$ cat config.mk
export PLATFORM = sky130hd
export DESIGN_NAME = s1c88_core
export DESIGN_NICKNAME = d
export VERILOG_FILES = /design/src/design/s1c88_pkg.sv /design/src/design/s1c88_if.sv /design/src/design/s1c88_bus_arbiter.sv /design/src/design/s1c88_core.sv /design/src/design/s1c88_fetch.sv /design/src/design/s1c88_microseq.sv
export VERILOG_INCLUDE_DIRS = /design/src /design/src/design
export SDC_FILE = /design/constraint.sdc
export NUM_CORES = 1
export LEC_CHECK = 0
export BUFFER_PORTS_ARGS = -buffer_cell sky130_fd_sc_hd__buf_2
export CAP_MARGIN = 20
export CELL_PAD_IN_SITES_DETAIL_PLACEMENT = 1
export CELL_PAD_IN_SITES_GLOBAL_PLACEMENT = 1
export CORE_ASPECT_RATIO = 0.5
export CORE_MARGIN = 3
export CORE_UTILIZATION = 42
export DETAILED_ROUTE_END_ITERATION = 7
export PLACE_DENSITY = 0.77
export RECOVER_POWER = 100
export SLEW_MARGIN = 40
export SYNTH_ARGS = -nofsm -noshare
export SYNTH_HDL_FRONTEND = slang
export SYNTH_SLANG_ARGS = --single-unit
$ cat constraint.sdc
create_clock -name clk -period 2.55 [get_ports clk]
set_input_delay 0.51 -clock clk [delete_from_list [all_inputs] [get_ports clk]]
set_output_delay 0.51 -clock clk [all_outputs]
set_load 0.05 [all_outputs]
$ cat src/design/s1c88_microcode.svh
`ifndef S1C88_MICROCODE_SVH
`define S1C88_MICROCODE_SVH

// packs the fields of one micro step
function automatic micro_word_t micro_step
(
    input micro_type_t step_type,
    input micro_mov_t src,
    input micro_mov_t dst,
    input micro_alu_t alu_op,
    input logic last
);
    return {step_type, src, dst, alu_op, last, {MICRO_SPARE_W{1'b0}}};
endfunction

// micro rom, unused slots behave like a one-step nop
function automatic micro_word_t micro_rom_entry(input micro_addr_t addr);
    case (addr)
        UADDR_LD_A:
            return micro_step(MICRO_TYPE_READ, MICRO_MOV_MEM, MICRO_MOV_A, MICRO_ALU_NONE, 1'b1);
        UADDR_ST_A:
            return micro_step(MICRO_TYPE_WRITE, MICRO_MOV_A, MICRO_MOV_NONE, MICRO_ALU_NONE, 1'b1);
        UADDR_LD_BR:
            return micro_step(MICRO_TYPE_MISC, MICRO_MOV_IMM, MICRO_MOV_BR, MICRO_ALU_NONE, 1'b1);
        UADDR_ST_IMM:
            return micro_step(MICRO_TYPE_WRITE, MICRO_MOV_IMM, MICRO_MOV_NONE, MICRO_ALU_NONE, 1'b1);
        // read old byte, or in #nn, write it back
        UADDR_OR_IMM:
            return micro_step(MICRO_TYPE_READ, MICRO_MOV_MEM, MICRO_MOV_ALU_R, MICRO_ALU_OR, 1'b0);
        UADDR_OR_IMM + 5'd1:
            return micro_step(MICRO_TYPE_WRITE, MICRO_MOV_ALU_R, MICRO_MOV_NONE, MICRO_ALU_NONE, 1'b1);
        default:
            return micro_step(MICRO_TYPE_MISC, MICRO_MOV_NONE, MICRO_MOV_NONE, MICRO_ALU_NONE, 1'b1);
    endcase
endfunction

// opcode to micro program entry
function automatic micro_addr_t trans_entry(input byte_t opcode);
    case (opcode)
        OP_LD_A_BRLL:   return UADDR_LD_A;
        OP_LD_BRLL_A:   return UADDR_ST_A;
        OP_LD_BR_IMM:   return UADDR_LD_BR;
        OP_LD_BRLL_IMM: return UADDR_ST_IMM;
        OP_OR_BRLL_IMM: return UADDR_OR_IMM;
        default:        return UADDR_NOP;
    endcase
endfunction

`endif

$ cat src/design/s1c88_pkg.sv
`default_nettype none

package s1c88_pkg;

    localparam int ADDR_W = 24;
    localparam int BYTE_W = 8;
    localparam int PC_W = 16;
    localparam int CODE_ADDR_W = 15;
    localparam int MICRO_ADDR_W = 5;
    localparam int MICRO_WORD_W = 16;

    typedef logic [ADDR_W-1:0] addr_t;
    typedef logic [BYTE_W-1:0] byte_t;
    typedef logic [PC_W-1:0] pc_t;
    typedef logic [MICRO_ADDR_W-1:0] micro_addr_t;
    typedef logic [MICRO_WORD_W-1:0] micro_word_t;

    localparam int MICRO_ROM_DEPTH = 32;
    localparam int TRANS_DEPTH = 256;

    // micro word layout, msb first: type, src, dst, alu op, last, spare
    localparam int MICRO_TYPE_W = 2;
    localparam int MICRO_MOV_W = 3;
    localparam int MICRO_ALU_W = 2;
    localparam int MICRO_SPARE_W = 5;
    localparam int MICRO_TYPE_LSB = 14;
    localparam int MICRO_SRC_LSB = 11;
    localparam int MICRO_DST_LSB = 8;
    localparam int MICRO_ALU_LSB = 6;
    localparam int MICRO_LAST_BIT = 5;

    typedef logic [MICRO_TYPE_W-1:0] micro_type_t;
    typedef logic [MICRO_MOV_W-1:0] micro_mov_t;
    typedef logic [MICRO_ALU_W-1:0] micro_alu_t;

    localparam micro_type_t MICRO_TYPE_MISC = 2'd0;
    localparam micro_type_t MICRO_TYPE_READ = 2'd1;
    localparam micro_type_t MICRO_TYPE_WRITE = 2'd2;

    localparam micro_mov_t MICRO_MOV_NONE = 3'd0;
    localparam micro_mov_t MICRO_MOV_A = 3'd1;
    localparam micro_mov_t MICRO_MOV_BR = 3'd2;
    localparam micro_mov_t MICRO_MOV_IMM = 3'd3;
    localparam micro_mov_t MICRO_MOV_MEM = 3'd4;
    localparam micro_mov_t MICRO_MOV_ALU_R = 3'd5;

    localparam micro_alu_t MICRO_ALU_NONE = 2'd0;
    localparam micro_alu_t MICRO_ALU_OR = 2'd1;

    // entry points of the micro programs
    localparam micro_addr_t UADDR_NOP = 5'd0;
    localparam micro_addr_t UADDR_LD_A = 5'd1;
    localparam micro_addr_t UADDR_ST_A = 5'd2;
    localparam micro_addr_t UADDR_LD_BR = 5'd3;
    localparam micro_addr_t UADDR_ST_IMM = 5'd4;
    localparam micro_addr_t UADDR_OR_IMM = 5'd5;

    localparam byte_t OP_LD_A_BRLL = 8'h44;
    localparam byte_t OP_LD_BRLL_A = 8'h78;
    localparam byte_t OP_LD_BR_IMM = 8'hB4;
    localparam byte_t OP_LD_BRLL_IMM = 8'hDD;
    localparam byte_t OP_OR_BRLL_IMM = 8'hD9;

    localparam addr_t RESET_VECTOR_LO = 24'h000000;
    localparam addr_t RESET_VECTOR_HI = 24'h000001;

    typedef enum logic [2:0] {
        FETCH_VEC_LO,
        FETCH_VEC_HI,
        FETCH_OPCODE,
        FETCH_OPERAND,
        FETCH_HANDOFF
    } fetch_state_t;

    typedef enum logic [1:0] {
        EXEC_IDLE,
        EXEC_STEP,
        EXEC_BUS,
        EXEC_DONE
    } exec_state_t;

endpackage

`default_nettype wire

$ cat src/design/s1c88_if.sv
`timescale 1ns/100ps
`default_nettype none

// one four-phase memory port
interface s1c88_mem_if;
    import s1c88_pkg::*;

    logic req;
    logic write;
    addr_t addr;
    byte_t wdata;
    logic ack;
    byte_t rdata;

    modport master
    (
        output req, write, addr, wdata,
        input ack, rdata
    );

    modport slave
    (
        input req, write, addr, wdata,
        output ack, rdata
    );
endinterface

// instruction hand-off from fetch to the sequencer
interface s1c88_instr_if;
    import s1c88_pkg::*;

    logic req;
    byte_t opcode;
    byte_t op1;
    byte_t op2;
    logic ack;

    modport master
    (
        output req, opcode, op1, op2,
        input ack
    );

    modport slave
    (
        input req, opcode, op1, op2,
        output ack
    );
endinterface

`default_nettype wire

$ cat src/design/s1c88_bus_arbiter.sv
`timescale 1ns/100ps
`default_nettype none

module s1c88_bus_arbiter
(
    input logic clk,
    input logic reset,
    s1c88_mem_if.slave fetch_bus,
    s1c88_mem_if.slave exec_bus,
    output logic mem_req,
    output logic mem_write,
    output s1c88_pkg::addr_t mem_addr,
    output s1c88_pkg::byte_t mem_wdata,
    input logic mem_ack,
    input s1c88_pkg::byte_t mem_rdata
);
    logic grant_valid;
    logic grant_exec;
    logic sel_exec;
    logic sel_req;

    // with no grant held the sequencer goes first
    assign sel_exec = grant_valid ? grant_exec : exec_bus.req;
    assign sel_req = sel_exec ? exec_bus.req : fetch_bus.req;

    assign mem_req = sel_req;
    assign mem_write = sel_exec ? exec_bus.write : fetch_bus.write;
    assign mem_addr = sel_exec ? exec_bus.addr : fetch_bus.addr;
    assign mem_wdata = sel_exec ? exec_bus.wdata : fetch_bus.wdata;

    // the waiting master only sees ack low
    assign exec_bus.ack = sel_exec && mem_ack;
    assign fetch_bus.ack = !sel_exec && mem_ack;
    assign exec_bus.rdata = sel_exec ? mem_rdata : '0;
    assign fetch_bus.rdata = sel_exec ? '0 : mem_rdata;

    always_ff @(posedge clk or posedge reset)
    begin
        if (reset)
        begin
            grant_valid <= 1'b0;
            grant_exec <= 1'b0;
        end
        else if (!grant_valid)
        begin
            if (sel_req)
            begin
                grant_valid <= 1'b1;
                grant_exec <= sel_exec;
            end
        end
        // release once req and ack are both back low
        else if (!sel_req && !mem_ack)
            grant_valid <= 1'b0;
    end

endmodule

`default_nettype wire

$ cat src/design/s1c88_core.sv
`timescale 1ns/100ps
`default_nettype none

module s1c88_core
(
    input logic clk,
    input logic reset,
    output logic mem_req,
    output logic mem_write,
    output s1c88_pkg::addr_t mem_addr,
    output s1c88_pkg::byte_t mem_wdata,
    input logic mem_ack,
    input s1c88_pkg::byte_t mem_rdata
);
    // each stage owns one memory port, the arbiter merges them
    s1c88_mem_if fetch_bus ();
    s1c88_mem_if exec_bus ();
    s1c88_instr_if instr ();

    s1c88_fetch fetch_inst
    (
        .clk   (clk),
        .reset (reset),
        .mem   (fetch_bus.master),
        .instr (instr.master)
    );

    s1c88_microseq microseq_inst
    (
        .clk   (clk),
        .reset (reset),
        .instr (instr.slave),
        .mem   (exec_bus.master)
    );

    s1c88_bus_arbiter bus_arbiter_inst
    (
        .clk       (clk),
        .reset     (reset),
        .fetch_bus (fetch_bus.slave),
        .exec_bus  (exec_bus.slave),
        .mem_req   (mem_req),
        .mem_write (mem_write),
        .mem_addr  (mem_addr),
        .mem_wdata (mem_wdata),
        .mem_ack   (mem_ack),
        .mem_rdata (mem_rdata)
    );

endmodule

`default_nettype wire

$ cat src/design/s1c88_fetch.sv
`timescale 1ns/100ps
`default_nettype none

module s1c88_fetch
(
    input logic clk,
    input logic reset,
    s1c88_mem_if.master mem,
    s1c88_instr_if.master instr
);
    import s1c88_pkg::*;

    fetch_state_t state;
    pc_t pc;
    logic mem_req;
    logic instr_req;
    logic mem_done;
    logic first_operand;
    logic [1:0] operands_left;
    byte_t opcode;
    byte_t op1;
    byte_t op2;

    // number of operand bytes after each opcode
    function automatic logic [1:0] operand_count(input byte_t op);
        case (op)
            OP_LD_A_BRLL, OP_LD_BRLL_A, OP_LD_BR_IMM:
                return 2'd1;
            OP_LD_BRLL_IMM, OP_OR_BRLL_IMM:
                return 2'd2;
            default:
                return 2'd0;
        endcase
    endfunction

    assign mem_done = mem_req && mem.ack;
    assign first_operand = (operands_left == operand_count(opcode));

    always_comb
    begin
        case (state)
            FETCH_VEC_LO:
                mem.addr = RESET_VECTOR_LO;
            FETCH_VEC_HI:
                mem.addr = RESET_VECTOR_HI;
            default:
                mem.addr = {{(ADDR_W-CODE_ADDR_W){1'b0}}, pc[CODE_ADDR_W-1:0]};
        endcase
    end

    // fetch only reads
    assign mem.req = mem_req;
    assign mem.write = 1'b0;
    assign mem.wdata = '0;

    assign instr.req = instr_req;
    assign instr.opcode = opcode;
    assign instr.op1 = op1;
    assign instr.op2 = op2;

    always_ff @(posedge clk or posedge reset)
    begin
        if (reset)
        begin
            state <= FETCH_VEC_LO;
            pc <= '0;
            mem_req <= 1'b0;
            instr_req <= 1'b0;
            operands_left <= 2'd0;
        end
        else
        begin
            // a new read waits for the previous ack to fall
            if (mem_done)
                mem_req <= 1'b0;
            else if (!mem_req && !mem.ack && state != FETCH_HANDOFF)
                mem_req <= 1'b1;

            case (state)
                FETCH_VEC_LO:
                    if (mem_done)
                    begin
                        pc[BYTE_W-1:0] <= mem.rdata;
                        state <= FETCH_VEC_HI;
                    end
                FETCH_VEC_HI:
                    if (mem_done)
                    begin
                        pc[PC_W-1:BYTE_W] <= mem.rdata;
                        state <= FETCH_OPCODE;
                    end
                FETCH_OPCODE:
                    if (mem_done)
                    begin
                        pc <= pc + 1'b1;
                        operands_left <= operand_count(mem.rdata);
                        if (operand_count(mem.rdata) == 2'd0)
                            state <= FETCH_HANDOFF;
                        else
                            state <= FETCH_OPERAND;
                    end
                FETCH_OPERAND:
                    if (mem_done)
                    begin
                        pc <= pc + 1'b1;
                        operands_left <= operands_left - 1'b1;
                        if (operands_left == 2'd1)
                            state <= FETCH_HANDOFF;
                    end
                FETCH_HANDOFF:
                    if (!instr_req && !instr.ack)
                        instr_req <= 1'b1;
                    else if (instr_req && instr.ack)
                    begin
                        // sequencer has the bytes, start on the next opcode
                        instr_req <= 1'b0;
                        state <= FETCH_OPCODE;
                    end
                default:
                    state <= FETCH_VEC_LO;
            endcase
        end
    end

    // ll lands in op1, the immediate is always the last byte
    always_ff @(posedge clk)
    begin
        if (mem_done && state == FETCH_OPCODE)
            opcode <= mem.rdata;
        if (mem_done && state == FETCH_OPERAND)
        begin
            op2 <= mem.rdata;
            if (first_operand)
                op1 <= mem.rdata;
        end
    end

endmodule

`default_nettype wire

$ cat src/design/s1c88_microseq.sv
`timescale 1ns/100ps
`default_nettype none

module s1c88_microseq
(
    input logic clk,
    input logic reset,
    s1c88_instr_if.slave instr,
    s1c88_mem_if.master mem
);
    import s1c88_pkg::*;

    `include "s1c88_microcode.svh"

    micro_addr_t trans_table [TRANS_DEPTH];
    micro_word_t micro_rom [MICRO_ROM_DEPTH];

    exec_state_t state;
    micro_addr_t upc;
    micro_word_t micro_word;
    micro_type_t micro_type;
    micro_mov_t micro_src;
    micro_mov_t micro_dst;
    micro_alu_t micro_alu;
    logic micro_last;
    logic instr_ack;
    logic mem_req;
    logic bus_done;
    logic step_commit;
    logic accept;
    byte_t a_reg;
    byte_t br_reg;
    byte_t op1_reg;
    byte_t op2_reg;
    byte_t alu_reg;
    byte_t src_val;
    byte_t alu_result;

    for (genvar i = 0; i < TRANS_DEPTH; i++)
    begin : g_trans
        assign trans_table[i] = trans_entry(byte_t'(i));
    end

    for (genvar i = 0; i < MICRO_ROM_DEPTH; i++)
    begin : g_rom
        assign micro_rom[i] = micro_rom_entry(micro_addr_t'(i));
    end

    assign micro_word = micro_rom[upc];
    assign micro_type = micro_word[MICRO_TYPE_LSB +: MICRO_TYPE_W];
    assign micro_src = micro_word[MICRO_SRC_LSB +: MICRO_MOV_W];
    assign micro_dst = micro_word[MICRO_DST_LSB +: MICRO_MOV_W];
    assign micro_alu = micro_word[MICRO_ALU_LSB +: MICRO_ALU_W];
    assign micro_last = micro_word[MICRO_LAST_BIT];

    always_comb
    begin
        case (micro_src)
            MICRO_MOV_A:     src_val = a_reg;
            MICRO_MOV_BR:    src_val = br_reg;
            MICRO_MOV_IMM:   src_val = op2_reg;
            MICRO_MOV_MEM:   src_val = mem.rdata;
            MICRO_MOV_ALU_R: src_val = alu_reg;
            default:         src_val = '0;
        endcase
    end

    // the alu sits in the move path, or takes #nn as its second input
    assign alu_result = (micro_alu == MICRO_ALU_OR) ? (src_val | op2_reg) : src_val;

    assign accept = (state == EXEC_IDLE) && instr.req && !instr_ack;
    assign bus_done = mem_req && mem.ack;
    assign step_commit = (state == EXEC_STEP && micro_type == MICRO_TYPE_MISC) ||
                         (state == EXEC_BUS && bus_done);

    assign instr.ack = instr_ack;
    assign mem.req = mem_req;
    assign mem.write = (micro_type == MICRO_TYPE_WRITE);
    assign mem.addr = {{(ADDR_W-2*BYTE_W){1'b0}}, br_reg, op1_reg};
    assign mem.wdata = src_val;

    always_ff @(posedge clk or posedge reset)
    begin
        if (reset)
        begin
            state <= EXEC_IDLE;
            upc <= '0;
            instr_ack <= 1'b0;
            mem_req <= 1'b0;
            a_reg <= '0;
            br_reg <= '0;
        end
        else
        begin
            if (instr_ack && !instr.req)
                instr_ack <= 1'b0;

            case (state)
                EXEC_IDLE:
                    if (accept)
                    begin
                        instr_ack <= 1'b1;
                        upc <= trans_table[instr.opcode];
                        state <= EXEC_STEP;
                    end
                EXEC_STEP:
                    if (micro_type != MICRO_TYPE_MISC && !mem.ack)
                    begin
                        mem_req <= 1'b1;
                        state <= EXEC_BUS;
                    end
                EXEC_BUS:
                    if (bus_done)
                        mem_req <= 1'b0;
                // wait for the hand-off to finish before taking the next one
                EXEC_DONE:
                    if (!instr_ack)
                        state <= EXEC_IDLE;
                default:
                    state <= EXEC_IDLE;
            endcase

            if (step_commit)
            begin
                case (micro_dst)
                    MICRO_MOV_A:  a_reg <= alu_result;
                    MICRO_MOV_BR: br_reg <= alu_result;
                    default:      ;
                endcase
                if (micro_last)
                    state <= EXEC_DONE;
                else
                begin
                    upc <= upc + 1'b1;
                    state <= EXEC_STEP;
                end
            end
        end
    end

    always_ff @(posedge clk)
    begin
        if (accept)
        begin
            op1_reg <= instr.op1;
            op2_reg <= instr.op2;
        end
        if (step_commit && micro_dst == MICRO_MOV_ALU_R)
            alu_reg <= alu_result;
    end

endmodule

`default_nettype wire

== Word-level counts from Yosys, hierarchy flattened ==
Memories as Yosys holds them, arrays and structs flattened.
Index checks and enable logic that the tools add are counted.

* Bits in registers: 98
* Latch bits: 0
* RAM bits: 0
* Memory bits (read-only): 1792
* Input bits: 11
* Output and inout port bits: 34
* Memories kept: 2

* Add/subtract/negate cells: 3
* Multipliers: 0
* Div/mod/pow operators: 0
* $lt $le $gt $ge: 2
* Eq/ne operators: 43
* Shift operators: 0
* Muxes and demuxes: 56
* Bitwise operators: 4
* Reduce and logical (&&, ||, !) cells: 55

{| class="wikitable"
|+ Memories
! name !! words !! bits a word !! rd ports !! clocked after memory_dff !! write ports !! RTL line !! RTL
|-
| (name not given) || 256 || 5 || 1 || 0 || 0 || s1c88_microseq.sv:103 || <nowiki>upc <= trans_table[instr.opcode];</nowiki>
|-
| (name not given) || 32 || 16 || 1 || 0 || 0 || s1c88_microseq.sv:49 || <nowiki>assign micro_word = micro_rom[upc];</nowiki>
|}

{| class="wikitable"
|+ Operators with widths
! operator !! count
|-
| $mux W16 || 4
|-
| $eq A8 B8 Y1 const B || 6
|-
| $mux W8 || 5
|-
| $pmux W8 S5 || 1
|-
| $eq A8 B7 Y1 const B || 4
|-
| $pmux W8 S2 || 2
|-
| $mux W5 || 6
|-
| $pmux W15 S2 || 1
|-
| $mux W3 || 8
|-
| $logic_and A1 B1 Y1 || 18
|-
| $add A16 B1 Y16 const B || 1
|-
| $mux W2 || 8
|-
| $ne A2 B1 Y1 const B || 8
|-
| $eq A3 B2 Y1 const B || 5
|-
| $mux W1 || 15
|-
| $pmux W3 S5 || 1
|-
| $reduce_bool A2 Y1 || 7
|-
| $eq A3 B3 Y1 const B || 4
|-
| $pmux W2 S2 || 3
|-
| $reduce_and A3 Y1 || 4
|-
| $reduce_and A2 Y1 || 5
|-
| $eq A3 B1 Y1 const B || 3
|-
| $ge A9 B9 Y1 const B || 1
|-
| $not A8 Y9 || 1
|-
| other kinds (24) || 42
|}

== Longest topological paths before layout ==
Gate-level depths: netlist (run 1).

* Depth in word-level cells: 11
* Depth in mapped cells: 8

== Modules after synthesis ==
Synthesis (run 1) repeated with hierarchy kept, for this count alone.

* Cell total of the unflattened synthesis: 579
* Area total of the unflattened synthesis: 6077.1 um^2

{| class="wikitable"
|+ Modules (own cells, without submodules)
! module !! times used !! cells each !! area each (um^2) !! seq. area each (um^2)
|-
| s1c88_microseq || 1 || 254 || 2715.1 || 1346.3
|-
| s1c88_fetch || 1 || 255 || 2565.0 || 1271.2
|-
| s1c88_bus_arbiter || 1 || 70 || 797.0 || 50.0
|}

== Worst setup path before layout (run 1) ==
OpenSTA, ideal clock, no wires.

* Path kind: register to output
* Start point: register microseq_inst.upc[0]
* End point: output port mem_wdata[5]
* Data arrival time: 2568 ps
* Data required time: 2040 ps
* Path slack: -528 ps
* Stages on the path, launching flop included: 8
* Buffers on the path: 1
* Cells stage by stage: dfrtp_1 inv_1 ha_1 mux2_2 buf_4 nor3_1 nand2_1 a21oi_1

* Word-level cells in the longest chain between the ends: 7

{| class="wikitable"
|+ RTL lines
! item !! RTL line !! RTL
|-
| start: declaration || s1c88_microseq.sv:19 || <nowiki>micro_addr_t upc;</nowiki>
|-
| start signal: assignment || s1c88_microseq.sv:103 ||
|-
| start signal: assignment || s1c88_microseq.sv:134 || <nowiki>upc <= upc + 1'b1;</nowiki>
|-
| $not A5 Y6 (implied by the code) * || s1c88_microseq.sv:49 ||
|-
| $mem_v2 Z32 W16 * || n/a ||
|-
| $mux W16 (implied by the code) * (2 in series) || s1c88_microseq.sv:49 ||
|-
| $eq A3 B3 Y1, or another cell as far along || s1c88_microseq.sv:58 || <nowiki>case (micro_src)</nowiki>
|-
| $pmux W8 S5 * || s1c88_microseq.sv:58 ||
|-
| $mux W8 * || s1c88_bus_arbiter.sv:29 || <nowiki>assign mem_wdata = sel_exec ? exec_bus.wdata : fetch_bus.wdata;</nowiki>
|-
| end: declaration || s1c88_core.sv:11 || <nowiki>output s1c88_pkg::byte_t mem_wdata,</nowiki>
|}

Every way passes the cells marked *; elsewhere a longest branch is shown, timed or not. The select of a mux whose other input is x is not followed.

== Worst setup path after layout (run 1) ==
* Start point: register microseq_inst.upc[1]
* End point: output port mem_wdata[2]

The elaborated chain is that of the path after synthesis.

==> key figures, run 1 <==
Power
  – Overall power: 0.0102 W
  – Logic pwr share: 0.617
  – Leak pwr: 2.69 nW
  – Pwr/cell area: 1530 nW/um^2
  – Sw power: 0.00508 W
  – Sw Ratio: 0.497
  – Flop pwr share: 0.258
  – Clock Power Share: 0.125
  – Worst vdd ir: 0.499 mV
  – Int Pwr: 0.00515 W

Setup path
  – Worst path depth: 10
  – Reg2reg path depth: 7
  – Critical Path AT: 2430 ps
  – CP Launch Type: flop
  – Most frequent CP cell: buf_6
  – Worst Path Max Fanout: 6
  – Reg2reg end: fetch_inst.instr.op1[4]
  – CP delay by family, top: buffers and inverters
  – CP Capture Type: output pin
  – Reg2reg setup slack: -110 ps
  – Crit-path cells: inv_2 -> ha_4 -> mux2_4 -> buf_6 -> nand4_1 -> buf_6 -> o32ai_4 -> a21oi_2 -> nor2_4 -> buf_6
  – Setup CP Type: reg2out
  – CP peak stage delay: 410 ps
  – Setup crit start: microseq_inst.upc[1]
  – Reg-to-Reg Start: bus_arbiter_inst.grant_valid
  – CP max-delay cell: dfrtp_1
  – Crit path to: mem_wdata[2]
  – WP buf/inv: 4
  – Required time worst endpoint: 2040 ps

Place
  – Post-Place Setup Slack: -186 ps
  – Port bufs: 36
  – Placed Area: 5930 um^2
  – Hpwl dp: 12.5 mm
  – Placer Congestion: 0.875

Floorplanning
  – Die H: 84.5 um
  – I/O pins: 45
  – Initial core utilization: 0.451
  – Die width: 163 um
  – Row Count: 27
  – Core area: 11,500 um^2
  – Area of the die: 13,800 um^2

Timing
  – Final period util: 1.15
  – Fin. max-slew vios: 0
  – Clock Skews: 11.9 ps
  – Worst-margin pin slew: 1000 ps
  – Final setup fails: 28
  – Max Fclk: 340 MHz
  – Final hold vios: 0
  – Worst relative slew slack: 0.332
  – RSZ-0062 raised after global routing: yes
  – Min Tclk post-route: 2940 ps
  – Final setup TNS: -4350 ps
  – Setup ws final: -387 ps

Clocking
  – CTS Root Cell: clkbuf_16
  – Clock Sinks: 97
  – Bufs on Longest Clock Path: 2
  – Cts hold-fix bufs: 0
  – Reg clk slew, reported paths: 70 ps
  – CTS tree: built
  – CTS Buf Count: 9
  – H-tree depth: 3
  – Clock Latency Late Sink: 350 ps

Cells and area
  – Final nets: 634
  – # diodes: 0
  – Layout area overhead: 29.4%
  – Final Cell Area: 6700 um^2
  – Fin util: 0.583
  – Ratio of cells with drive above 1 in the final layout: 0.291
  – Max reg flops: 15
  – Top reg by flops: fetch_inst.pc

Detailed routing
  – Vias per inst: 6.09
  – Initial DRC Count: 393
  – Post-route ant nets: 0
  – # DRC: 0
  – DRT Pass-1 Iters: 5
  – Drt wl/cell: 23.6 um
  – Via count: 4,735
  – Drt total wl: 18.4 mm

Yosys
  – Sequential element share of the synthesized area: 0.515
  – Top post-synthesis cells by area: edfxtp_1, dfrtp_1, a21oi_1, nor2_1, nand2_1
  – Post-synthesis area per instance: 9.88 um^2
  – FF+latch count, synth: 97
  – Cells after synthesis: 524
  – Async S/R FF share, synth: 0.505
  – YS warnings: 0
  – Post-synth top area share: 0.279
  – Yosys cell types: 69
  – Yosys top cell by area: edfxtp_1
  – Synth Cell Area: 5170 um^2
  – EDFF count, synth: 48
  – Top FF cell, synth: dfrtp_1

Global routing
  – Gr ovfl total: 0
  – Pin count of the biggest net entering global routing: 26
  – First-pass GRT wire length: 28.3 mm
  – Vias in the first global route: 4,857
  – Antenna violations before repair: 0
  – Global Route Usage Sum: 0.270

Status
  – Status: finished with violations
  – Failing checks: setup timing

Flow run
  – Max Cap Violations: 0

Hold path
  – Hold/Removal Path Class: in2async
area by class of cell:
cell class,instances,area (um^2)
clock buffers,10,229
clock inverters,6,42.5
fillers,1246,4790
inverters,31,116
multi-input cells,372,2670
flip-flops and latches,97,2670
well taps,159,199
repair buffers,103,766
worst min path at each step:
stage,start,end,slack (ps),depth (start not counted)
after floorplan,fetch_inst.instr.op1[0],microseq_inst.op1_reg[0],400,0
after global placement,fetch_inst.instr.op1[4],microseq_inst.op1_reg[4],400,0
after detailed placement,fetch_inst.instr.op2[2],microseq_inst.op2_reg[2],410,0
after CTS,reset,microseq_inst.br_reg[2],220,2
after global routing,fetch_inst.instr.op2[2],microseq_inst.op2_reg[2],430,0
final,reset,microseq_inst.br_reg[5],380,2
what timing repair did:
action / CTS / global route
pin swaps: 19 / 7
setup buffers: 13 / 6
gates resized for setup: 63 / 13
setup endpoints to repair: 19 / 20
worst register-to-register path, cell delays in order, from the launching register on:
cell	delay, ps
dfrtp_1	370
clkbuf_1	220
mux2i_1	680
and4b_1	460
nand2_1	110
nor2_1	160
and3_1	170
buf_4	190
synthesized netlist by cell type, types with 4 or more instances:
library cell   n
nor2_1        55
buf_4         10
and2_1         5
o22a_1         7
a21oi_1       56
and3_1         4
edfxtp_1      48
dfrtp_1       49
inv_1         31
nand2_1       53
nand2b_1       5
clkbuf_1      11
o21ai_0       20
mux2i_1       10
nor3_1         7
mux2_2         4
buf_2          6
nand4_1        4
o32ai_1        6
nand3_1       14
a31oi_1        8
ha_1           9
a22o_1        16
or3_1          6
o22ai_1       11
power by group through the flow:
stage,clock network (W),logic (W),registers (W)
3_3_place_gp,0,0.00498,0.00259
6_report,0.00128,0.00631,0.00264
5_1_grt,0.00136,0.00668,0.00268
2_1_floorplan,0,0.00372,0.00242
3_5_place_dp,0,0.00513,0.00261
4_1_cts,0.00130,0.00593,0.00261
kinds of logic (layout without fill, tap and decap cells):
group | after synthesis | after routing | share of synthesized area
flops | 97 | 97 | 0.515
xor+xnor | 2 | 2 | 0.00339
fa+ha+maj | 9 | 9 | 0.0218
buf+inv | 62 | 150 | 0.0566
mux | 15 | 15 | 0.0307
simple gates | 178 | 178 | 0.166
compound gates | 160 | 160 | 0.205
other cells | 1 | 8 | 0.000725
routing by layer:
layer / vias to the layer above / part of all wire / track usage / wire, um
li1: 2100 / - / - / -
met1: 2404 / 0.46 / 0.371 / 8390
met2: 194 / 0.46 / 0.438 / 8500
met3: 37 / 0.062 / 0.0522 / 1150
met4: 0 / 0.019 / 0.0798 / 350
met5: - / 0 / 0 / 0
metrics by stage:
| stage | hold WS (ps) | cells |
|---|---|---|
| after CTS | 217 | 772 |
| after global routing | 425 | 778 |
| after floorplan | 400 | 531 |
| after global placement | 400 | 744 |
| after detailed placement | 406 | 744 |
| final | 383 | 778 |
cell usage in the layout, fill, tap and decap left out, drive strengths merged, types with 7 or more instances in the layout:
| cell type | Yosys | routed |
|---|---|---|
| a21oi | 56 | 56 |
| a22o | 16 | 16 |
| a31oi | 8 | 8 |
| buf | 20 | 97 |
| clkbuf | 11 | 16 |
| conb | 1 | 8 |
| dfrtp | 49 | 49 |
| edfxtp | 48 | 48 |
| ha | 9 | 9 |
| inv | 31 | 33 |
| mux2i | 11 | 11 |
| nand2 | 53 | 53 |
| nand3 | 14 | 14 |
| nor2 | 57 | 57 |
| nor3 | 7 | 7 |
| o21ai | 22 | 22 |
| o22a | 7 | 7 |
| o22ai | 11 | 11 |
(Power assumes the default switching activity.)
==> run 2, diff against run 1 <==
Settings changed: PLACE_DENSITY 0.77 to not set, PLACE_DENSITY_LB_ADDON set to 0.1.
==> run 2 against run 1 <==
The flow still finishes with violations (setup timing). Sequential cell count unchanged. Via count down 2.8%. Register-to-register slack better by 190 ps. Clock skew fell by 5.3 ps. Sequential share of layout area rose by 0.72 points. Final cell count is 0.77% lower. Power decreased by 2.4%. Clock power is 4% higher. Largest cell class is now flip-flops and latches. Largest power group unchanged.
==> key figures, run 2 (same netlist as run 1, synthesis figures left out) <==
Place
  – Placer Congestion: 0.911
  – Placed Area: 5920 um^2
  – Port bufs: 36
  – Hpwl dp: 12.1 mm
  – Post-Place Setup Slack: -83.1 ps

Cells and area
  – Final nets: 628
  – Fin util: 0.573
  – Ratio of cells with drive above 1 in the final layout: 0.269
  – Layout area overhead: 27.1%
  – Final Cell Area: 6580 um^2
  – Fillers: 1,290
  – Commonest non-fill, non-tap cells in the layout: nand2_1, buf_4, nor2_1, edfxtp_1
  – Max reg flops: 15
  – Top reg by flops: fetch_inst.pc
  – # diodes: 0

Setup path
  – Worst Path Max Fanout: 6
  – Setup CP Type: reg2out
  – Reg2reg setup slack: 80 ps
  – CP max-delay cell: dfrtp_2
  – Crit-path cells: inv_2 -> ha_4 -> mux2i_2 -> buf_4 -> a31oi_1 -> a311oi_2 -> a21oi_1 -> a21oi_4 -> buf_6
  – Required time worst endpoint: 2040 ps
  – Critical Path AT: 2500 ps
  – Reg2reg path depth: 6
  – Reg2reg end: fetch_inst.state[1]
  – Reg-to-Reg Start: bus_arbiter_inst.grant_valid
  – CP peak stage delay: 450 ps
  – CP Capture Type: output pin
  – CP Launch Type: flop

Detailed routing
  – Vias per inst: 5.96
  – # DRC: 0
  – Initial DRC Count: 326
  – DRT Pass-1 Iters: 6
  – Drt wl/cell: 22.6 um
  – Drt total wl: 17.4 mm
  – Via count: 4,604
  – Post-route ant nets: 0

Clocking
  – CTS tree: built
  – Cts hold-fix bufs: 0
  – Clock Sinks: 97
  – CTS Root Cell: clkbuf_16
  – Reg clk slew, reported paths: 70 ps
  – Bufs on Longest Clock Path: 2
  – H-tree depth: 3
  – Clock Latency Late Sink: 350 ps
  – CTS Buf Count: 9

Timing
  – Worst-margin pin slew: 1140 ps
  – Setup ws final: -459 ps
  – Fin. max-slew vios: 0
  – Final hold vios: 0
  – Final hold slack: 422 ps
  – Worst relative slew slack: 0.236
  – Final period util: 1.18
  – Final setup fails: 20
  – Min Tclk post-route: 3010 ps
  – RSZ-0062 raised after global routing: yes
  – Max Fclk: 332 MHz
  – Clock Skews: 6.58 ps

Global routing
  – Antenna violations before repair: 0
  – Pin count of the biggest net entering global routing: 28
  – Gr ovfl total: 0
  – First-pass GRT wire length: 25.8 mm
  – Vias in the first global route: 4,456
  – Global Route Usage Sum: 0.246

Power
  – Leak pwr: 2.65 nW
  – Worst vdd ir: 0.815 mV
  – Pwr/cell area: 1520 nW/um^2

Status
  – Failing checks: setup timing
  – Status: finished with violations

Floorplanning
  – Die width: 163 um
  – Area of the die: 13,800 um^2
  – Initial core utilization: 0.451
  – Core area: 11,500 um^2
  – I/O pins: 45
  – Row Count: 27
  – Die H: 84.5 um

Hold path
  – Hold path startpoint: fetch_inst.instr.op2[1]
  – Hold/Removal Path Class: reg2reg
  – Hold worst-path end: microseq_inst.op2_reg[1]
  – Hold Crit Depth: 0

Flow run
  – Max Cap Violations: 0
[run 2: worst max-delay path by stage]
stage	start	end	cells after the start
floorplan	microseq_inst.upc[0]	mem_wdata[5]	7
global route	microseq_inst.upc[0]	mem_wdata[3]	9
detailed placement	microseq_inst.upc[0]	mem_wdata[5]	8
global placement	microseq_inst.upc[0]	mem_wdata[5]	8
finish	microseq_inst.upc[0]	mem_wdata[3]	9
CTS	microseq_inst.upc[0]	mem_wdata[5]	8
[run 2: worst max-delay path, delay by kind of cell, from the launching register on]
family	cells	cell delay [ps]
DFF	1	450
adders and majority gates	1	220
AOI/OAI and AO/OA	4	690
buffers and inverters	3	490
muxes	1	280
[run 2: repair_timing]
item                                    CTS  global route
pin swaps                                 4             7
endpoints found under the setup margin    8            22
setup buffers                             6            10
gates resized for setup                  42            18
gates cloned                              0             0
[run 2: cell type report]
type                            count  area (um^2)  area share
Sequential cell                    97         2670       0.406
Multi-Input combinational cell    372         2600       0.395
Timing Repair Buffer               97          708       0.108
Clock buffer                        9          225      0.0342
Tap cell                          159          199      0.0303
Inverter                           31          116      0.0177
Clock inverter                      7         57.6     0.00875
[run 2: power by group]
group          switching, W  internal [W]
registers          0.000523       0.00212
logic               0.00377       0.00224
clock network      0.000653      0.000680
[run 2: stage by stage]
stage / TNS, ps / instances / total power (W)
after detailed placement: -157 / 740 / 0.00772
final: -4760 / 772 / 0.00999
after global routing: -7710 / 772 / 0.0105
after CTS: -1980 / 762 / 0.00952
after floorplan: -131 / 531 / 0.00614
after global placement: -5.90 / 740 / 0.00761
[run 2: metal layers]
metal / global-route usage / wire length, um / up-vias
met5: 0 / 0 / -
met4: 0.0315 / 138 / 0
met3: 0.0542 / 1120 / 23
met2: 0.367 / 7630 / 142
met1: 0.377 / 8540 / 2361
li1: - / - / 2078
==> run 3, diff against run 2 <==
--- a/config.mk
+++ b/config.mk
@@ -12,5 +12,5 @@
 export CELL_PAD_IN_SITES_GLOBAL_PLACEMENT = 1
 export CORE_ASPECT_RATIO = 0.5
-export CORE_MARGIN = 3
+export CORE_MARGIN = 10
 export CORE_UTILIZATION = 42
 export DETAILED_ROUTE_END_ITERATION = 7
==> constraint.sdc (replaced) <==
create_clock -name clk -period 2.55 [get_ports clk]
set_input_delay 0.255 -clock clk [delete_from_list [all_inputs] [get_ports clk]]
set_output_delay 0.255 -clock clk [all_outputs]
set_load 0.05 [all_outputs]
==> run 3 against run 2 <==
The flow still finishes with violations (setup timing). Sequential share of layout area shrank 0.39 points. Critical path type unchanged. Power increased by 1.9%. Via count decreased by 1.4%. Maximum frequency up 13%. Non-clock buffer count is 10 lower. Largest cell class unchanged.
==> key figures, run 3 (same netlist as run 1, synthesis figures left out) <==
Global routing
  – Antenna violations before repair: 0
  – Vias in the first global route: 4,341
  – Global Route Usage Sum: 0.188
  – Pin count of the biggest net entering global routing: 27
  – First-pass GRT wire length: 25.8 mm
  – Gr ovfl total: 0

Detailed routing
  – Initial DRC Count: 406
  – Drt total wl: 17.8 mm
  – Post-route ant nets: 0
  – DRT Pass-1 Iters: 5
  – Vias per inst: 5.91
  – Drt wl/cell: 23.1 um
  – # DRC: 0
  – Via count: 4,539

Setup path
  – CP Launch Type: flop
  – WP buf/inv: 4
  – CP peak stage delay: 400 ps
  – Most frequent CP cell: buf_6
  – Worst Path Max Fanout: 6
  – Required time worst endpoint: 2300 ps
  – CP max-delay cell: dfrtp_1
  – CP delay by family, top: buffers and inverters
  – Critical Path AT: 2400 ps
  – Setup CP Type: reg2out
  – CP Capture Type: output pin
  – Crit-path cells: inv_2 -> ha_4 -> mux2_4 -> nand4_1 -> buf_6 -> buf_4 -> o32ai_4 -> a21oi_2 -> nor2_2 -> buf_6

Floorplanning
  – Area of the die: 17,400 um^2
  – Core area: 11,900 um^2
  – I/O pins: 45
  – Initial core utilization: 0.433
  – Die H: 98.5 um
  – Row Count: 28
  – Die width: 177 um

Cells and area
  – Max reg flops: 15
  – Layout area overhead: 28.3%
  – Commonest non-fill, non-tap cell in the layout: buf_4
  – Ratio of cells with drive above 1 in the final layout: 0.275
  – Fin util: 0.556
  – Top reg by flops: fetch_inst.pc
  – # diodes: 0
  – Commonest non-fill, non-tap cells in the layout: buf_4, nor2_1, nand2_1
  – Final nets: 618

Timing
  – Max Fclk: 377 MHz
  – Worst relative slew slack: 0.261
  – Final hold slack: 237 ps
  – Final setup fails: 7
  – Min Tclk post-route: 2650 ps
  – Worst-margin pin slew: 1110 ps
  – Final setup TNS: -388 ps
  – Final period util: 1.04
  – RSZ-0062 raised after global routing: yes
  – Fin. max-slew vios: 0
  – Setup ws final: -104 ps
  – Final hold vios: 0
  – Clock Skews: 7.45 ps

Clocking
  – CTS tree: built
  – CTS Root Cell: clkbuf_16
  – Clock Latency Late Sink: 350 ps
  – CTS Buf Count: 9
  – Bufs on Longest Clock Path: 2
  – Reg clk slew, reported paths: 80 ps
  – Clock Sinks: 97
  – H-tree depth: 3

Power
  – Leak pwr: 2.66 nW
  – Pwr/cell area: 1530 nW/um^2
  – Sw power: 0.00497 W
  – Logic pwr share: 0.596
  – Clock Power Share: 0.142
  – Int Pwr: 0.00520 W
  – Flop pwr share: 0.262
  – Worst vdd ir: 0.659 mV
  – Sw Ratio: 0.489

Status
  – Status: finished with violations
  – Failing checks: setup timing

Flow run
  – Max Cap Violations: 0

Hold path
  – Hold/Removal Path Class: in2reg

Place
  – Hpwl dp: 12.1 mm
  – Port bufs: 36
  – Post-Place Setup Slack: 80.5 ps
  – Placer Congestion: 0.883
## run 3: layout make-up
type	count	area [um^2]
Fill cell	1322	5310
Sequential cell	97	2670
Multi-Input combinational cell	372	2640
Timing Repair Buffer	87	699
Clock buffer	9	225
Tap cell	165	206
Inverter	31	116
Clock inverter	7	86.3
## run 3: power groups by stage
stage                     combinational [W]  clock (W)  sequential (W)
final                               0.00607    0.00144         0.00266
after global placement              0.00460          0         0.00263
after global routing                0.00643    0.00152         0.00272
after detailed placement            0.00469          0         0.00264
after CTS                           0.00527    0.00146         0.00263
after floorplan                     0.00351          0         0.00242
## run 3: metal layers
| layer | GRT usage | share of wire |
|---|---|---|
| met2 | 0.288 | 0.47 |
| met4 | 0.0398 | 0.0077 |
| met3 | 0.0343 | 0.047 |
| met5 | 0 | 0 |
| met1 | 0.271 | 0.48 |
## run 3: final timing paths
path / end / startpoint / cells after the start / slack, ps
setup / recovery: mem_wdata[4] / microseq_inst.upc[1] / 10 / -100
hold / removal: fetch_inst.mem.req / mem_ack / 2 / 240
setup reg to reg: microseq_inst.a_reg[4] / microseq_inst.upc[0] / 9 / 150
hold reg to reg: microseq_inst.op2_reg[0] / fetch_inst.instr.op2[0] / 0 / 420
max in group asynchronous: bus_arbiter_inst.grant_valid / reset / 4 / 430
min in group asynchronous: microseq_inst.a_reg[5] / reset / 3 / 730
## run 3: timing repair
item                                   CTS  global route
buffers inserted                         2            15
gates resized for setup                 61            40
gates cloned                             1             0
hold buffers                             1             0
setup endpoints to repair               21            23
endpoints found under the hold margin   11             0
pin swaps                                6            13
## run 3: metrics by stage
stage | std cells | total power [W] | area (um^2)
after detailed placement | 733 | 0.00733 | 5700
after global placement | 733 | 0.00722 | 5700
final | 768 | 0.0102 | 6640
after global routing | 768 | 0.0107 | 6640
after floorplan | 531 | 0.00593 | 5250
after CTS | 753 | 0.00936 | 6290
